### src/verilog/core_defs.svh
// RV64 subset only; memory access is ld/sd (funct3 011) and ebreak is the only SYSTEM word
`ifndef CORE_DEFS_SVH
`define CORE_DEFS_SVH

`define XLEN        64
`define REG_NUM     32
`define RESET_PC    64'h0000_0000_8000_0000

`define OPC_OP_IMM  7'b0010011
`define OPC_OP      7'b0110011
`define OPC_LOAD    7'b0000011
`define OPC_STORE   7'b0100011
`define OPC_BRANCH  7'b1100011
`define OPC_JAL     7'b1101111
`define OPC_SYSTEM  7'b1110011

`define F3_ADD      3'b000
`define F3_SLT      3'b010
`define F3_XOR      3'b100
`define F3_OR       3'b110
`define F3_AND      3'b111
`define F3_DWORD    3'b011      // ld and sd
`define F3_BEQ      3'b000
`define F3_BNE      3'b001
`define F7_SUB      7'b0100000

`endif

### src/verilog/core_pkg.sv
// stage-boundary types for the 5-stage core; field widths follow core_defs.svh
`default_nettype none
`include "core_defs.svh"

package core_pkg;

    typedef logic [`XLEN-1:0]            xlen_t;
    typedef logic [31:0]                 inst_t;
    typedef logic [$clog2(`REG_NUM)-1:0] reg_addr_t;

    typedef enum logic [2:0] {ADD, SUB, AND, OR, XOR, SLT} alu_op_e;
    typedef enum logic [1:0] {IDLE, SETUP, ACCESS} apb_state_e;

    typedef struct packed {
        logic  valid;
        xlen_t pc;
        inst_t inst;
    } if_id_t;

    typedef struct packed {
        logic      valid;
        xlen_t     pc;
        alu_op_e   alu_op;
        xlen_t     src1;
        xlen_t     src2;
        xlen_t     store_data;
        reg_addr_t rd;
        logic      reg_we;
        logic      is_load;
        logic      is_store;
        logic      is_ebreak;
    } id_ex_t;

    typedef struct packed {
        logic      valid;
        xlen_t     pc;
        xlen_t     alu_res;     // also the ld/sd address
        xlen_t     store_data;
        reg_addr_t rd;
        logic      reg_we;
        logic      is_load;
        logic      is_store;
        logic      is_ebreak;
    } ex_mem_t;

    typedef struct packed {
        logic      valid;
        xlen_t     pc;
        xlen_t     wdata;
        reg_addr_t rd;
        logic      reg_we;
        logic      is_ebreak;
    } mem_wb_t;

    // result a stage can hand back to decode
    typedef struct packed {
        logic      valid;
        reg_addr_t rd;
        xlen_t     value;
        logic      is_load;
    } fwd_t;

endpackage

`default_nettype wire

### src/verilog/if_stage.sv
// fetch expects imem_data_i in the same cycle as imem_addr_o; a stop request is sticky until reset
`timescale 1ns/1ps
`default_nettype none
`include "core_defs.svh"

module if_stage import core_pkg::*; (
    input  logic   clk,
    input  logic   rst_i,
    input  logic   stall_i,
    input  logic   id_hold_i,
    input  logic   redirect_valid_i,
    input  logic   fetch_stop_i,
    input  xlen_t  redirect_pc_i,
    input  inst_t  imem_data_i,
    output xlen_t  imem_addr_o,
    output if_id_t if_id_o
);

    xlen_t pc_q;
    logic  stopped_q;      // ebreak seen in decode
    logic  advance;
    logic  fetch_ok;

    assign advance     = !stall_i && !id_hold_i;
    assign fetch_ok    = !stopped_q && !fetch_stop_i;
    assign imem_addr_o = pc_q;

    always_ff @(posedge clk) begin
        if (rst_i) begin
            pc_q          <= `RESET_PC;
            stopped_q     <= 1'b0;
            if_id_o.valid <= 1'b0;
        end else begin
            if (fetch_stop_i)
                stopped_q <= 1'b1;
            if (advance) begin
                if (redirect_valid_i)
                    pc_q <= redirect_pc_i;
                else if (fetch_ok)
                    pc_q <= pc_q + xlen_t'(4);
                if_id_o.valid <= fetch_ok && !redirect_valid_i;  // squash the slot after a taken jump
                if_id_o.pc    <= pc_q;
                if_id_o.inst  <= imem_data_i;
            end
        end
    end

    // decode never redirects and halts on the same instruction
    assert property (@(posedge clk) disable iff (rst_i)
        !(redirect_valid_i && fetch_stop_i));

endmodule

`default_nettype wire

### src/verilog/id_stage.sv
// branches and jal resolve here, so their operands come through the same forwarding muxes
`timescale 1ns/1ps
`default_nettype none
`include "core_defs.svh"

module id_stage import core_pkg::*; (
    input  logic      clk,
    input  logic      rst_i,
    input  logic      stall_i,
    input  if_id_t    if_id_i,
    input  fwd_t      ex_fwd_i,
    input  fwd_t      mem_fwd_i,
    input  fwd_t      wb_fwd_i,
    output reg_addr_t rs1_addr_o,
    output reg_addr_t rs2_addr_o,
    input  xlen_t     rs1_data_i,
    input  xlen_t     rs2_data_i,
    output logic      id_hold_o,
    output logic      redirect_valid_o,
    output logic      fetch_stop_o,
    output xlen_t     redirect_pc_o,
    output id_ex_t    id_ex_o
);

    inst_t      inst;
    logic [6:0] opcode;
    logic [2:0] funct3;
    xlen_t      imm_i, imm_s, imm_b, imm_j;
    xlen_t      rs1_val, rs2_val;
    logic       use_rs1, use_rs2, load_use, taken;
    id_ex_t     id_ex_d;

    // youngest producer wins, x0 is never forwarded
    function automatic xlen_t fwd_pick(input reg_addr_t rs, input xlen_t rf_val);
        xlen_t val;
        val = rf_val;
        if (rs != '0) begin
            if (ex_fwd_i.valid && ex_fwd_i.rd == rs)
                val = ex_fwd_i.value;
            else if (mem_fwd_i.valid && mem_fwd_i.rd == rs)
                val = mem_fwd_i.value;
            else if (wb_fwd_i.valid && wb_fwd_i.rd == rs)
                val = wb_fwd_i.value;
        end
        return val;
    endfunction

    assign inst       = if_id_i.inst;
    assign opcode     = inst[6:0];
    assign funct3     = inst[14:12];
    assign rs1_addr_o = inst[19:15];
    assign rs2_addr_o = inst[24:20];

    assign imm_i = {{52{inst[31]}}, inst[31:20]};
    assign imm_s = {{52{inst[31]}}, inst[31:25], inst[11:7]};
    assign imm_b = {{52{inst[31]}}, inst[7], inst[30:25], inst[11:8], 1'b0};
    assign imm_j = {{44{inst[31]}}, inst[19:12], inst[20], inst[30:21], 1'b0};

    assign rs1_val = fwd_pick(rs1_addr_o, rs1_data_i);
    assign rs2_val = fwd_pick(rs2_addr_o, rs2_data_i);

    assign use_rs1 = opcode inside {`OPC_OP_IMM, `OPC_OP, `OPC_LOAD, `OPC_STORE, `OPC_BRANCH};
    assign use_rs2 = opcode inside {`OPC_OP, `OPC_STORE, `OPC_BRANCH};

    // ld result is not ready until it leaves memory
    assign load_use = if_id_i.valid && ex_fwd_i.valid && ex_fwd_i.is_load && ex_fwd_i.rd != '0
                      && ((use_rs1 && ex_fwd_i.rd == rs1_addr_o)
                      || (use_rs2 && ex_fwd_i.rd == rs2_addr_o));

    always_comb begin
        taken = 1'b0;
        if (opcode == `OPC_JAL)
            taken = 1'b1;
        else if (opcode == `OPC_BRANCH && funct3 == `F3_BEQ)
            taken = (rs1_val == rs2_val);
        else if (opcode == `OPC_BRANCH && funct3 == `F3_BNE)
            taken = (rs1_val != rs2_val);
    end

    assign id_hold_o        = load_use;
    assign redirect_valid_o = if_id_i.valid && taken && !load_use;
    assign redirect_pc_o    = if_id_i.pc + ((opcode == `OPC_JAL) ? imm_j : imm_b);
    assign fetch_stop_o     = if_id_i.valid && opcode == `OPC_SYSTEM && inst[20];

    always_comb begin
        id_ex_d            = '0;
        id_ex_d.valid      = if_id_i.valid && !load_use;   // bubble on load-use
        id_ex_d.pc         = if_id_i.pc;
        id_ex_d.alu_op     = ADD;
        id_ex_d.src1       = rs1_val;
        id_ex_d.src2       = (opcode == `OPC_OP) ? rs2_val : imm_i;
        id_ex_d.store_data = rs2_val;
        id_ex_d.rd         = inst[11:7];
        case (opcode)
            `OPC_OP_IMM, `OPC_OP: begin
                id_ex_d.reg_we = 1'b1;
                case (funct3)
                    `F3_SLT: id_ex_d.alu_op = SLT;
                    `F3_XOR: id_ex_d.alu_op = XOR;
                    `F3_OR:  id_ex_d.alu_op = OR;
                    `F3_AND: id_ex_d.alu_op = AND;
                    default: begin
                        if (opcode == `OPC_OP && inst[31:25] == `F7_SUB)
                            id_ex_d.alu_op = SUB;
                    end
                endcase
            end
            `OPC_LOAD: begin
                id_ex_d.reg_we  = 1'b1;
                id_ex_d.is_load = (funct3 == `F3_DWORD);
            end
            `OPC_STORE: begin
                id_ex_d.src2     = imm_s;
                id_ex_d.is_store = (funct3 == `F3_DWORD);
            end
            `OPC_JAL: begin
                id_ex_d.src1   = if_id_i.pc;   // link value pc+4
                id_ex_d.src2   = xlen_t'(4);
                id_ex_d.reg_we = 1'b1;
            end
            `OPC_SYSTEM: id_ex_d.is_ebreak = inst[20];
            default: id_ex_d.reg_we = 1'b0;    // branches commit without a write
        endcase
    end

    always_ff @(posedge clk) begin
        if (rst_i)
            id_ex_o.valid <= 1'b0;
        else if (!stall_i)
            id_ex_o <= id_ex_d;
    end

    // load-use hold lasts one cycle unless memory stalls the pipe
    assert property (@(posedge clk) disable iff (rst_i)
        id_hold_o && !stall_i |=> !id_hold_o);

endmodule

`default_nettype wire

### src/verilog/ex_stage.sv
// single-cycle ALU; SLT is signed and there are no shifts or unsigned compares
`timescale 1ns/1ps
`default_nettype none

module ex_stage import core_pkg::*; (
    input  logic    clk,
    input  logic    rst_i,
    input  logic    stall_i,
    input  id_ex_t  id_ex_i,
    output fwd_t    ex_fwd_o,
    output ex_mem_t ex_mem_o
);

    xlen_t alu_res;

    always_comb begin
        case (id_ex_i.alu_op)
            SUB:     alu_res = id_ex_i.src1 - id_ex_i.src2;
            AND:     alu_res = id_ex_i.src1 & id_ex_i.src2;
            OR:      alu_res = id_ex_i.src1 | id_ex_i.src2;
            XOR:     alu_res = id_ex_i.src1 ^ id_ex_i.src2;
            SLT:     alu_res = xlen_t'($signed(id_ex_i.src1) < $signed(id_ex_i.src2));
            default: alu_res = id_ex_i.src1 + id_ex_i.src2;
        endcase
    end

    // for a load this is only the address; decode holds on is_load
    assign ex_fwd_o = '{valid: id_ex_i.valid && id_ex_i.reg_we, rd: id_ex_i.rd,
                        value: alu_res, is_load: id_ex_i.is_load};

    always_ff @(posedge clk) begin
        if (rst_i) begin
            ex_mem_o.valid <= 1'b0;
        end else if (!stall_i) begin
            ex_mem_o.valid      <= id_ex_i.valid;
            ex_mem_o.pc         <= id_ex_i.pc;
            ex_mem_o.alu_res    <= alu_res;
            ex_mem_o.store_data <= id_ex_i.store_data;
            ex_mem_o.rd         <= id_ex_i.rd;
            ex_mem_o.reg_we     <= id_ex_i.reg_we;
            ex_mem_o.is_load    <= id_ex_i.is_load;
            ex_mem_o.is_store   <= id_ex_i.is_store;
            ex_mem_o.is_ebreak  <= id_ex_i.is_ebreak;
        end
    end

endmodule

`default_nettype wire

### src/verilog/mem_stage.sv
// APB master for 64-bit ld/sd only; pslverr is not checked and pprot/pstrb are not driven
`timescale 1ns/1ps
`default_nettype none

module mem_stage import core_pkg::*; (
    input  logic    clk,
    input  logic    rst_i,
    input  ex_mem_t ex_mem_i,
    output xlen_t   paddr_o,
    output xlen_t   pwdata_o,
    output logic    psel_o,
    output logic    penable_o,
    output logic    pwrite_o,
    input  xlen_t   prdata_i,
    input  logic    pready_i,
    output logic    stall_o,
    output fwd_t    mem_fwd_o,
    output mem_wb_t mem_wb_o
);

    apb_state_e state_q, state;
    logic       mem_req;
    logic       done;

    assign mem_req = ex_mem_i.valid && (ex_mem_i.is_load || ex_mem_i.is_store);

    // SETUP is the first cycle a request sits in this stage
    always_comb begin
        if (state_q == ACCESS)
            state = ACCESS;
        else if (mem_req)
            state = SETUP;
        else
            state = IDLE;
    end

    assign psel_o    = (state != IDLE);
    assign penable_o = (state == ACCESS);
    assign pwrite_o  = ex_mem_i.is_store;
    assign paddr_o   = ex_mem_i.alu_res;     // held by the stall
    assign pwdata_o  = ex_mem_i.store_data;
    assign done      = penable_o && pready_i;
    assign stall_o   = psel_o && !done;

    always_ff @(posedge clk) begin
        if (rst_i)
            state_q <= IDLE;
        else if (state == SETUP)
            state_q <= ACCESS;
        else if (done)
            state_q <= IDLE;
    end

    // prdata only means something on the completing cycle, when decode is released
    assign mem_fwd_o = '{valid: ex_mem_i.valid && ex_mem_i.reg_we, rd: ex_mem_i.rd,
                         value: ex_mem_i.is_load ? prdata_i : ex_mem_i.alu_res,
                         is_load: ex_mem_i.is_load};

    always_ff @(posedge clk) begin
        if (rst_i) begin
            mem_wb_o.valid <= 1'b0;
        end else begin
            mem_wb_o.valid     <= ex_mem_i.valid && !stall_o;   // bubble while waiting
            mem_wb_o.pc        <= ex_mem_i.pc;
            mem_wb_o.wdata     <= ex_mem_i.is_load ? prdata_i : ex_mem_i.alu_res;
            mem_wb_o.rd        <= ex_mem_i.rd;
            mem_wb_o.reg_we    <= ex_mem_i.reg_we;
            mem_wb_o.is_ebreak <= ex_mem_i.is_ebreak;
        end
    end

    assert property (@(posedge clk) disable iff (rst_i)
        penable_o |-> psel_o && $past(psel_o));

    assert property (@(posedge clk) disable iff (rst_i)
        psel_o && !done |=> psel_o && $stable(paddr_o));

endmodule

`default_nettype wire

### src/verilog/wb_stage.sv
// register file reads are asynchronous; same-cycle writes reach decode through wb_fwd_o
`timescale 1ns/1ps
`default_nettype none
`include "core_defs.svh"

module wb_stage import core_pkg::*; (
    input  logic      clk,
    input  logic      rst_i,
    input  mem_wb_t   mem_wb_i,
    input  reg_addr_t rs1_addr_i,
    input  reg_addr_t rs2_addr_i,
    output xlen_t     rs1_data_o,
    output xlen_t     rs2_data_o,
    output fwd_t      wb_fwd_o,
    output logic      commit_valid_o,
    output logic      commit_we_o,
    output logic      halt_o,
    output xlen_t     commit_pc_o,
    output xlen_t     commit_wdata_o,
    output reg_addr_t commit_rd_o
);

    xlen_t regs [`REG_NUM];
    logic  rf_we;
    logic  ebreak_commit;
    logic  halt_q;

    assign rf_we         = mem_wb_i.valid && mem_wb_i.reg_we && (mem_wb_i.rd != '0);
    assign ebreak_commit = mem_wb_i.valid && mem_wb_i.is_ebreak;

    always_ff @(posedge clk) begin
        if (rf_we)
            regs[mem_wb_i.rd] <= mem_wb_i.wdata;
    end

    assign rs1_data_o = (rs1_addr_i == '0) ? '0 : regs[rs1_addr_i];   // x0 reads zero
    assign rs2_data_o = (rs2_addr_i == '0) ? '0 : regs[rs2_addr_i];

    assign wb_fwd_o = '{valid: rf_we, rd: mem_wb_i.rd, value: mem_wb_i.wdata, is_load: 1'b0};

    assign commit_valid_o = mem_wb_i.valid;
    assign commit_pc_o    = mem_wb_i.pc;
    assign commit_we_o    = rf_we;
    assign commit_rd_o    = mem_wb_i.rd;
    assign commit_wdata_o = mem_wb_i.wdata;

    always_ff @(posedge clk) begin
        if (rst_i)
            halt_q <= 1'b0;
        else if (ebreak_commit)
            halt_q <= 1'b1;
    end

    assign halt_o = halt_q || ebreak_commit;   // high from the ebreak commit onward

endmodule

`default_nettype wire

### src/verilog/core_top.sv
// the only back-pressure is pready_i; instruction memory must answer combinationally
`timescale 1ns/1ps
`default_nettype none

module core_top import core_pkg::*; (
    input  logic      clk,
    input  logic      rst_i,
    output xlen_t     imem_addr_o,
    input  inst_t     imem_data_i,
    output xlen_t     paddr_o,
    output logic      psel_o,
    output logic      penable_o,
    output logic      pwrite_o,
    output xlen_t     pwdata_o,
    input  xlen_t     prdata_i,
    input  logic      pready_i,
    output logic      commit_valid_o,
    output xlen_t     commit_pc_o,
    output logic      commit_we_o,
    output reg_addr_t commit_rd_o,
    output xlen_t     commit_wdata_o,
    output logic      halt_o
);

    if_id_t    if_id;
    id_ex_t    id_ex;
    ex_mem_t   ex_mem;
    mem_wb_t   mem_wb;
    fwd_t      ex_fwd, mem_fwd, wb_fwd;
    logic      mem_stall, id_hold, redirect_valid, fetch_stop;
    xlen_t     redirect_pc, rs1_data, rs2_data;
    reg_addr_t rs1_addr, rs2_addr;

    if_stage u_if_stage (
        .clk(clk), .rst_i(rst_i), .stall_i(mem_stall), .id_hold_i(id_hold),
        .redirect_valid_i(redirect_valid), .fetch_stop_i(fetch_stop),
        .redirect_pc_i(redirect_pc), .imem_data_i(imem_data_i),
        .imem_addr_o(imem_addr_o), .if_id_o(if_id)
    );

    id_stage u_id_stage (
        .clk(clk), .rst_i(rst_i), .stall_i(mem_stall), .if_id_i(if_id),
        .ex_fwd_i(ex_fwd), .mem_fwd_i(mem_fwd), .wb_fwd_i(wb_fwd),
        .rs1_addr_o(rs1_addr), .rs2_addr_o(rs2_addr),
        .rs1_data_i(rs1_data), .rs2_data_i(rs2_data),
        .id_hold_o(id_hold), .redirect_valid_o(redirect_valid), .fetch_stop_o(fetch_stop),
        .redirect_pc_o(redirect_pc), .id_ex_o(id_ex)
    );

    ex_stage u_ex_stage (
        .clk(clk), .rst_i(rst_i), .stall_i(mem_stall), .id_ex_i(id_ex),
        .ex_fwd_o(ex_fwd), .ex_mem_o(ex_mem)
    );

    mem_stage u_mem_stage (
        .clk(clk), .rst_i(rst_i), .ex_mem_i(ex_mem),
        .paddr_o(paddr_o), .pwdata_o(pwdata_o), .psel_o(psel_o), .penable_o(penable_o),
        .pwrite_o(pwrite_o), .prdata_i(prdata_i), .pready_i(pready_i),
        .stall_o(mem_stall), .mem_fwd_o(mem_fwd), .mem_wb_o(mem_wb)
    );

    wb_stage u_wb_stage (
        .clk(clk), .rst_i(rst_i), .mem_wb_i(mem_wb),
        .rs1_addr_i(rs1_addr), .rs2_addr_i(rs2_addr),
        .rs1_data_o(rs1_data), .rs2_data_o(rs2_data), .wb_fwd_o(wb_fwd),
        .commit_valid_o(commit_valid_o), .commit_we_o(commit_we_o), .halt_o(halt_o),
        .commit_pc_o(commit_pc_o), .commit_wdata_o(commit_wdata_o),
        .commit_rd_o(commit_rd_o)
    );

endmodule

`default_nettype wire

### config.mk
export PLATFORM = sky130hd
export DESIGN_NAME = core_top
export DESIGN_NICKNAME = d
export VERILOG_FILES = /design/src/verilog/core_pkg.sv /design/src/verilog/if_stage.sv /design/src/verilog/id_stage.sv /design/src/verilog/ex_stage.sv /design/src/verilog/mem_stage.sv /design/src/verilog/wb_stage.sv /design/src/verilog/core_top.sv
export VERILOG_INCLUDE_DIRS = /design/src /design/src/verilog
export SDC_FILE = /design/constraint.sdc
export NUM_CORES = 2
export LEC_CHECK = 0
export BUFFER_PORTS_ARGS = -buffer_cell sky130_fd_sc_hd__buf_2
export CELL_PAD_IN_SITES_DETAIL_PLACEMENT = 0
export CELL_PAD_IN_SITES_GLOBAL_PLACEMENT = 1
export CORE_UTILIZATION = 39
export DETAILED_ROUTE_END_ITERATION = 6
export PLACE_DENSITY = 0.67
export SLEW_MARGIN = 0
export SYNTH_ARGS = -nofsm -noshare
export SYNTH_HDL_FRONTEND = slang
export SYNTH_SLANG_ARGS = --single-unit
### constraint.sdc
create_clock -name clk -period 15.5 [get_ports clk]
set_input_delay 0.775 -clock clk [delete_from_list [all_inputs] [get_ports clk]]
set_output_delay 0.775 -clock clk [all_outputs]
set_load 0.01 [all_outputs]
==> reports/metrics.cfg <==
[logic_synthesis]
synth_top_area_share_pct = 55.77
synthTopCellsByCount = 2748 x edfxtp_1, 973 x mux4_2, 590 x nand2_1
synth-async-reset-ratio_pct = 0
ys_top_cells_by_area = edfxtp_1 56%, mux4_2 15%, mux2i_1 3.3%
synth.cell_area_um2 = 148000
yosysTopAreaCell = edfxtp_1
netlist_instances = 10360
avgSynthCellArea_um2 = 14.28
ys_ff_latch = 2829
synth.distinct_cells = 110
ys_warn_count = 0
synth_most_common_cell = edfxtp_1
synth_ff_type = edfxtp_1
ys_seq_area_share_pct = 56.86
synth_edf_count = 2748

[hold_path]
hold_path_class = in2reg

[grt]
grt_max_degree = 170
antenna_found_initial = 67
grt_overflow = 0
first_global_vias = 101300
grt_first_pass_wirelength_um = 864400
grt_usage_pct = 32.84

[power_and_ir_drop]
power.total_w = 0.02134
clockPowerShare_pct = 35.8
p_switching_w = 0.006768
p_sw_share_pct = 31.72
power.density_nw_per_um2 = 129.0
combinationalPowerShare_pct = 21.7
ir_drop_uv = 82.36
internal-power_w = 0.01457
share_seq_of_total_power_pct = 42.5
power_leakage_nw = 56.73

[clocking]
clkLatencyLatePin_ps = 1000
clock_sinks = 2829
numCtsBuffers = 317
cts_resized = 0
clkTransAtPathRegs_ps = 70
clk_path_buf_depth = 4
cts_max_level = 5
root_buffer = clkbuf_16
cts_tree = done

[timing]
slew_headroom_pct = -3.652
min_period_ps = 9877
min_period_over_period_pct = 63.72
finalSetupViolCount = 0
clock_skew_ps = 116.2
hold_viol = 0
hold_slack_ps = 47.70
worst_pin_slew_ps = 1512
tns_ps = 0
fmax_ghz = 0.1012
grt_setup_unrepaired = false
finalMaxSlewViolations = 12

[floorplan]
start_util_pct = 39.28
ios = 430
die_y_um = 618.0
die_w_um = 618.0
dieArea_um2 = 381900
num_rows = 225
core_area_um2 = 376700

[placed_design]
post_dp_cell_area_um2 = 154800
dp_hpwl_um = 439200
dp.cells = 15270
gp_congestion = 0.9962
portBuffers = 429

[finish]
syn2layout_area_growth_pct = 11.80
drive_gt1_share_pct = 23.12
layout.nets = 10960
fin_cells = 15910
postLayoutCellArea_um2 = 165400

[critical_path]
r2r-end = u_if_stage.imem_addr_o[25]$_SDFFE_PP0P_
cp.required_ps = 16330
crit_start = u_mem_stage.mem_wb_o[5]$_DFFE_PN_
reg2reg_slack_ps = 5620
r2r_cells = 18
critPathMaxFanout = 71
critPathCaptureType = flop
crit_end = u_if_stage.imem_addr_o[25]$_SDFFE_PP0P_
crit_type = reg2reg
worst_ep_arrival_time_ps = 10700
r2r_start = u_mem_stage.mem_wb_o[5]$_DFFE_PN_
start_kind = flop

[route]
drt_iter0_markers = 17040
wl_per_cell_um = 40.52
routed_via_density = 6.678
ant_nets = 0
first_pass_iters = 7
vias = 106200
finalWirelength_um = 644500
post-route-drc-count = 4

[status]
violations = DRC, capacitance limit, slew limit
status = finished with violations

[job]
max_cap_violations = 3

-- cells by family after synthesis --
logic type               synth area share, %
multiplexers                           18.83
adder cells (fa/ha/maj)                2.197
buffers and inverters                  4.394
AO/OA/AOI/OAI                          10.11
flip-flops                             56.86
AND/OR/NAND/NOR                        6.820
XOR/XNOR                              0.7754
other                               0.002534
-- layout by cell type (no fill, tap or decap), drive strengths merged, types with 321 or more instances in the layout --
master / instances
edfxtp: 2748
mux4: 973
buf: 801
nand2: 591
a21oi: 563
nor2: 530
mux2i: 491
o21ai: 387
clkbuf: 381
inv: 321
-- worst max-delay path: stages (launching register included) --
cell and delay, ps:
edfxtp_1 650, xor2_1 340, nor4_1 850, nand2_1 640, nand3_1 1110, buf_4 490
o31ai_1 220, nor2_1 440, o311ai_0 250, or4_1 500, or4_1 500, nor4_1 420
nand4_1 160, nor4_2 940, mux2_4 490, nor2_4 130, buf_4 610, nor2_1 470
o311a_1 440
-- stage by stage --
stage,util (%),worst slack [ps]
3_5_place_dp,41.10,5983
5_1_grt,43.90,5620
2_1_floorplan,-,3099
3_3_place_gp,41.08,6019
4_1_cts,43.87,5967
6_report,43.92,5623
-- area by class of cell --
class,count,area [µm²]
inverters,309,1175
clock inverters,188,2031
flip-flops and latches,2829,84180
fillers,33580,211300
well taps,4994,6248
multi-input cells,6334,58070
repair buffers,816,5323
clock buffers,381,8267
diodes,54,135.1
-- sequential cells by signal, summed over array words and instances, names as in the netlist, named ones only --
signal and count:
u_mem_stage.mem_wb_o 136, u_wb_stage.regs 2048, u_mem_stage.state_q 1, u_if_stage.stopped_q 1, u_if_stage.if_id_o 97, u_wb_stage.halt_q 1, u_id_stage.id_ex_o 269, u_ex_stage.ex_mem_o 202
u_if_stage.imem_addr_o 64
-- per-layer routing --
metal | vias to the layer above | track usage [%] | routed length, µm
met4 | 20 | 19.97 | 47460
met2 | 7633 | 50.30 | 287400
li1 | 41980 | - | -
met3 | 1502 | 8.408 | 74150
met1 | 55080 | 41.90 | 235200
met5 | - | 0.4293 | 330
-- timing repair --
| item | CTS | global route |
|---|---|---|
| setup buffers | 0 | 0 |
| hold buffers | 15 | 0 |
| hold endpoints to repair | 15 | 0 |
-- worst min-delay path by stage --
stage                                              startpoint                                 end  slack, ps  cells past startpoint
after global routing                          imem_data_i[26]    u_if_stage.if_id_o[26]$_DFFE_PP_         30                      1
after detailed placement    u_id_stage.id_ex_o[250]$_DFFE_PP_  u_ex_stage.ex_mem_o[183]$_DFFE_PP_        400                      0
after global placement     u_ex_stage.ex_mem_o[163]$_DFFE_PP_  u_mem_stage.mem_wb_o[97]$_DFFE_PN_        400                      0
after CTS                                     imem_data_i[26]    u_if_stage.if_id_o[26]$_DFFE_PP_          4                      1
final                                         imem_data_i[26]    u_if_stage.if_id_o[26]$_DFFE_PP_         50                      1
after floorplan           u_id_stage.id_ex_o[0]$_SDFFCE_PP0P_    u_ex_stage.ex_mem_o[0]$_DFFE_PP_        400                      0
-- power by group through the flow --
| stage | Combinational, W | Clock, W | Sequential, W |
|---|---|---|---|
| 3_3_place_gp | 0.00443 | 0 | 0.00921 |
| 4_1_cts | 0.00446 | 0.00769 | 0.00906 |
| 6_report | 0.00462 | 0.00764 | 0.00907 |
| 3_5_place_dp | 0.00444 | 0 | 0.00922 |
| 2_1_floorplan | 0.00259 | 0 | 0.00915 |
| 5_1_grt | 0.00474 | 0.00797 | 0.00908 |
Note: power is estimated with default switching activity, not from simulation.
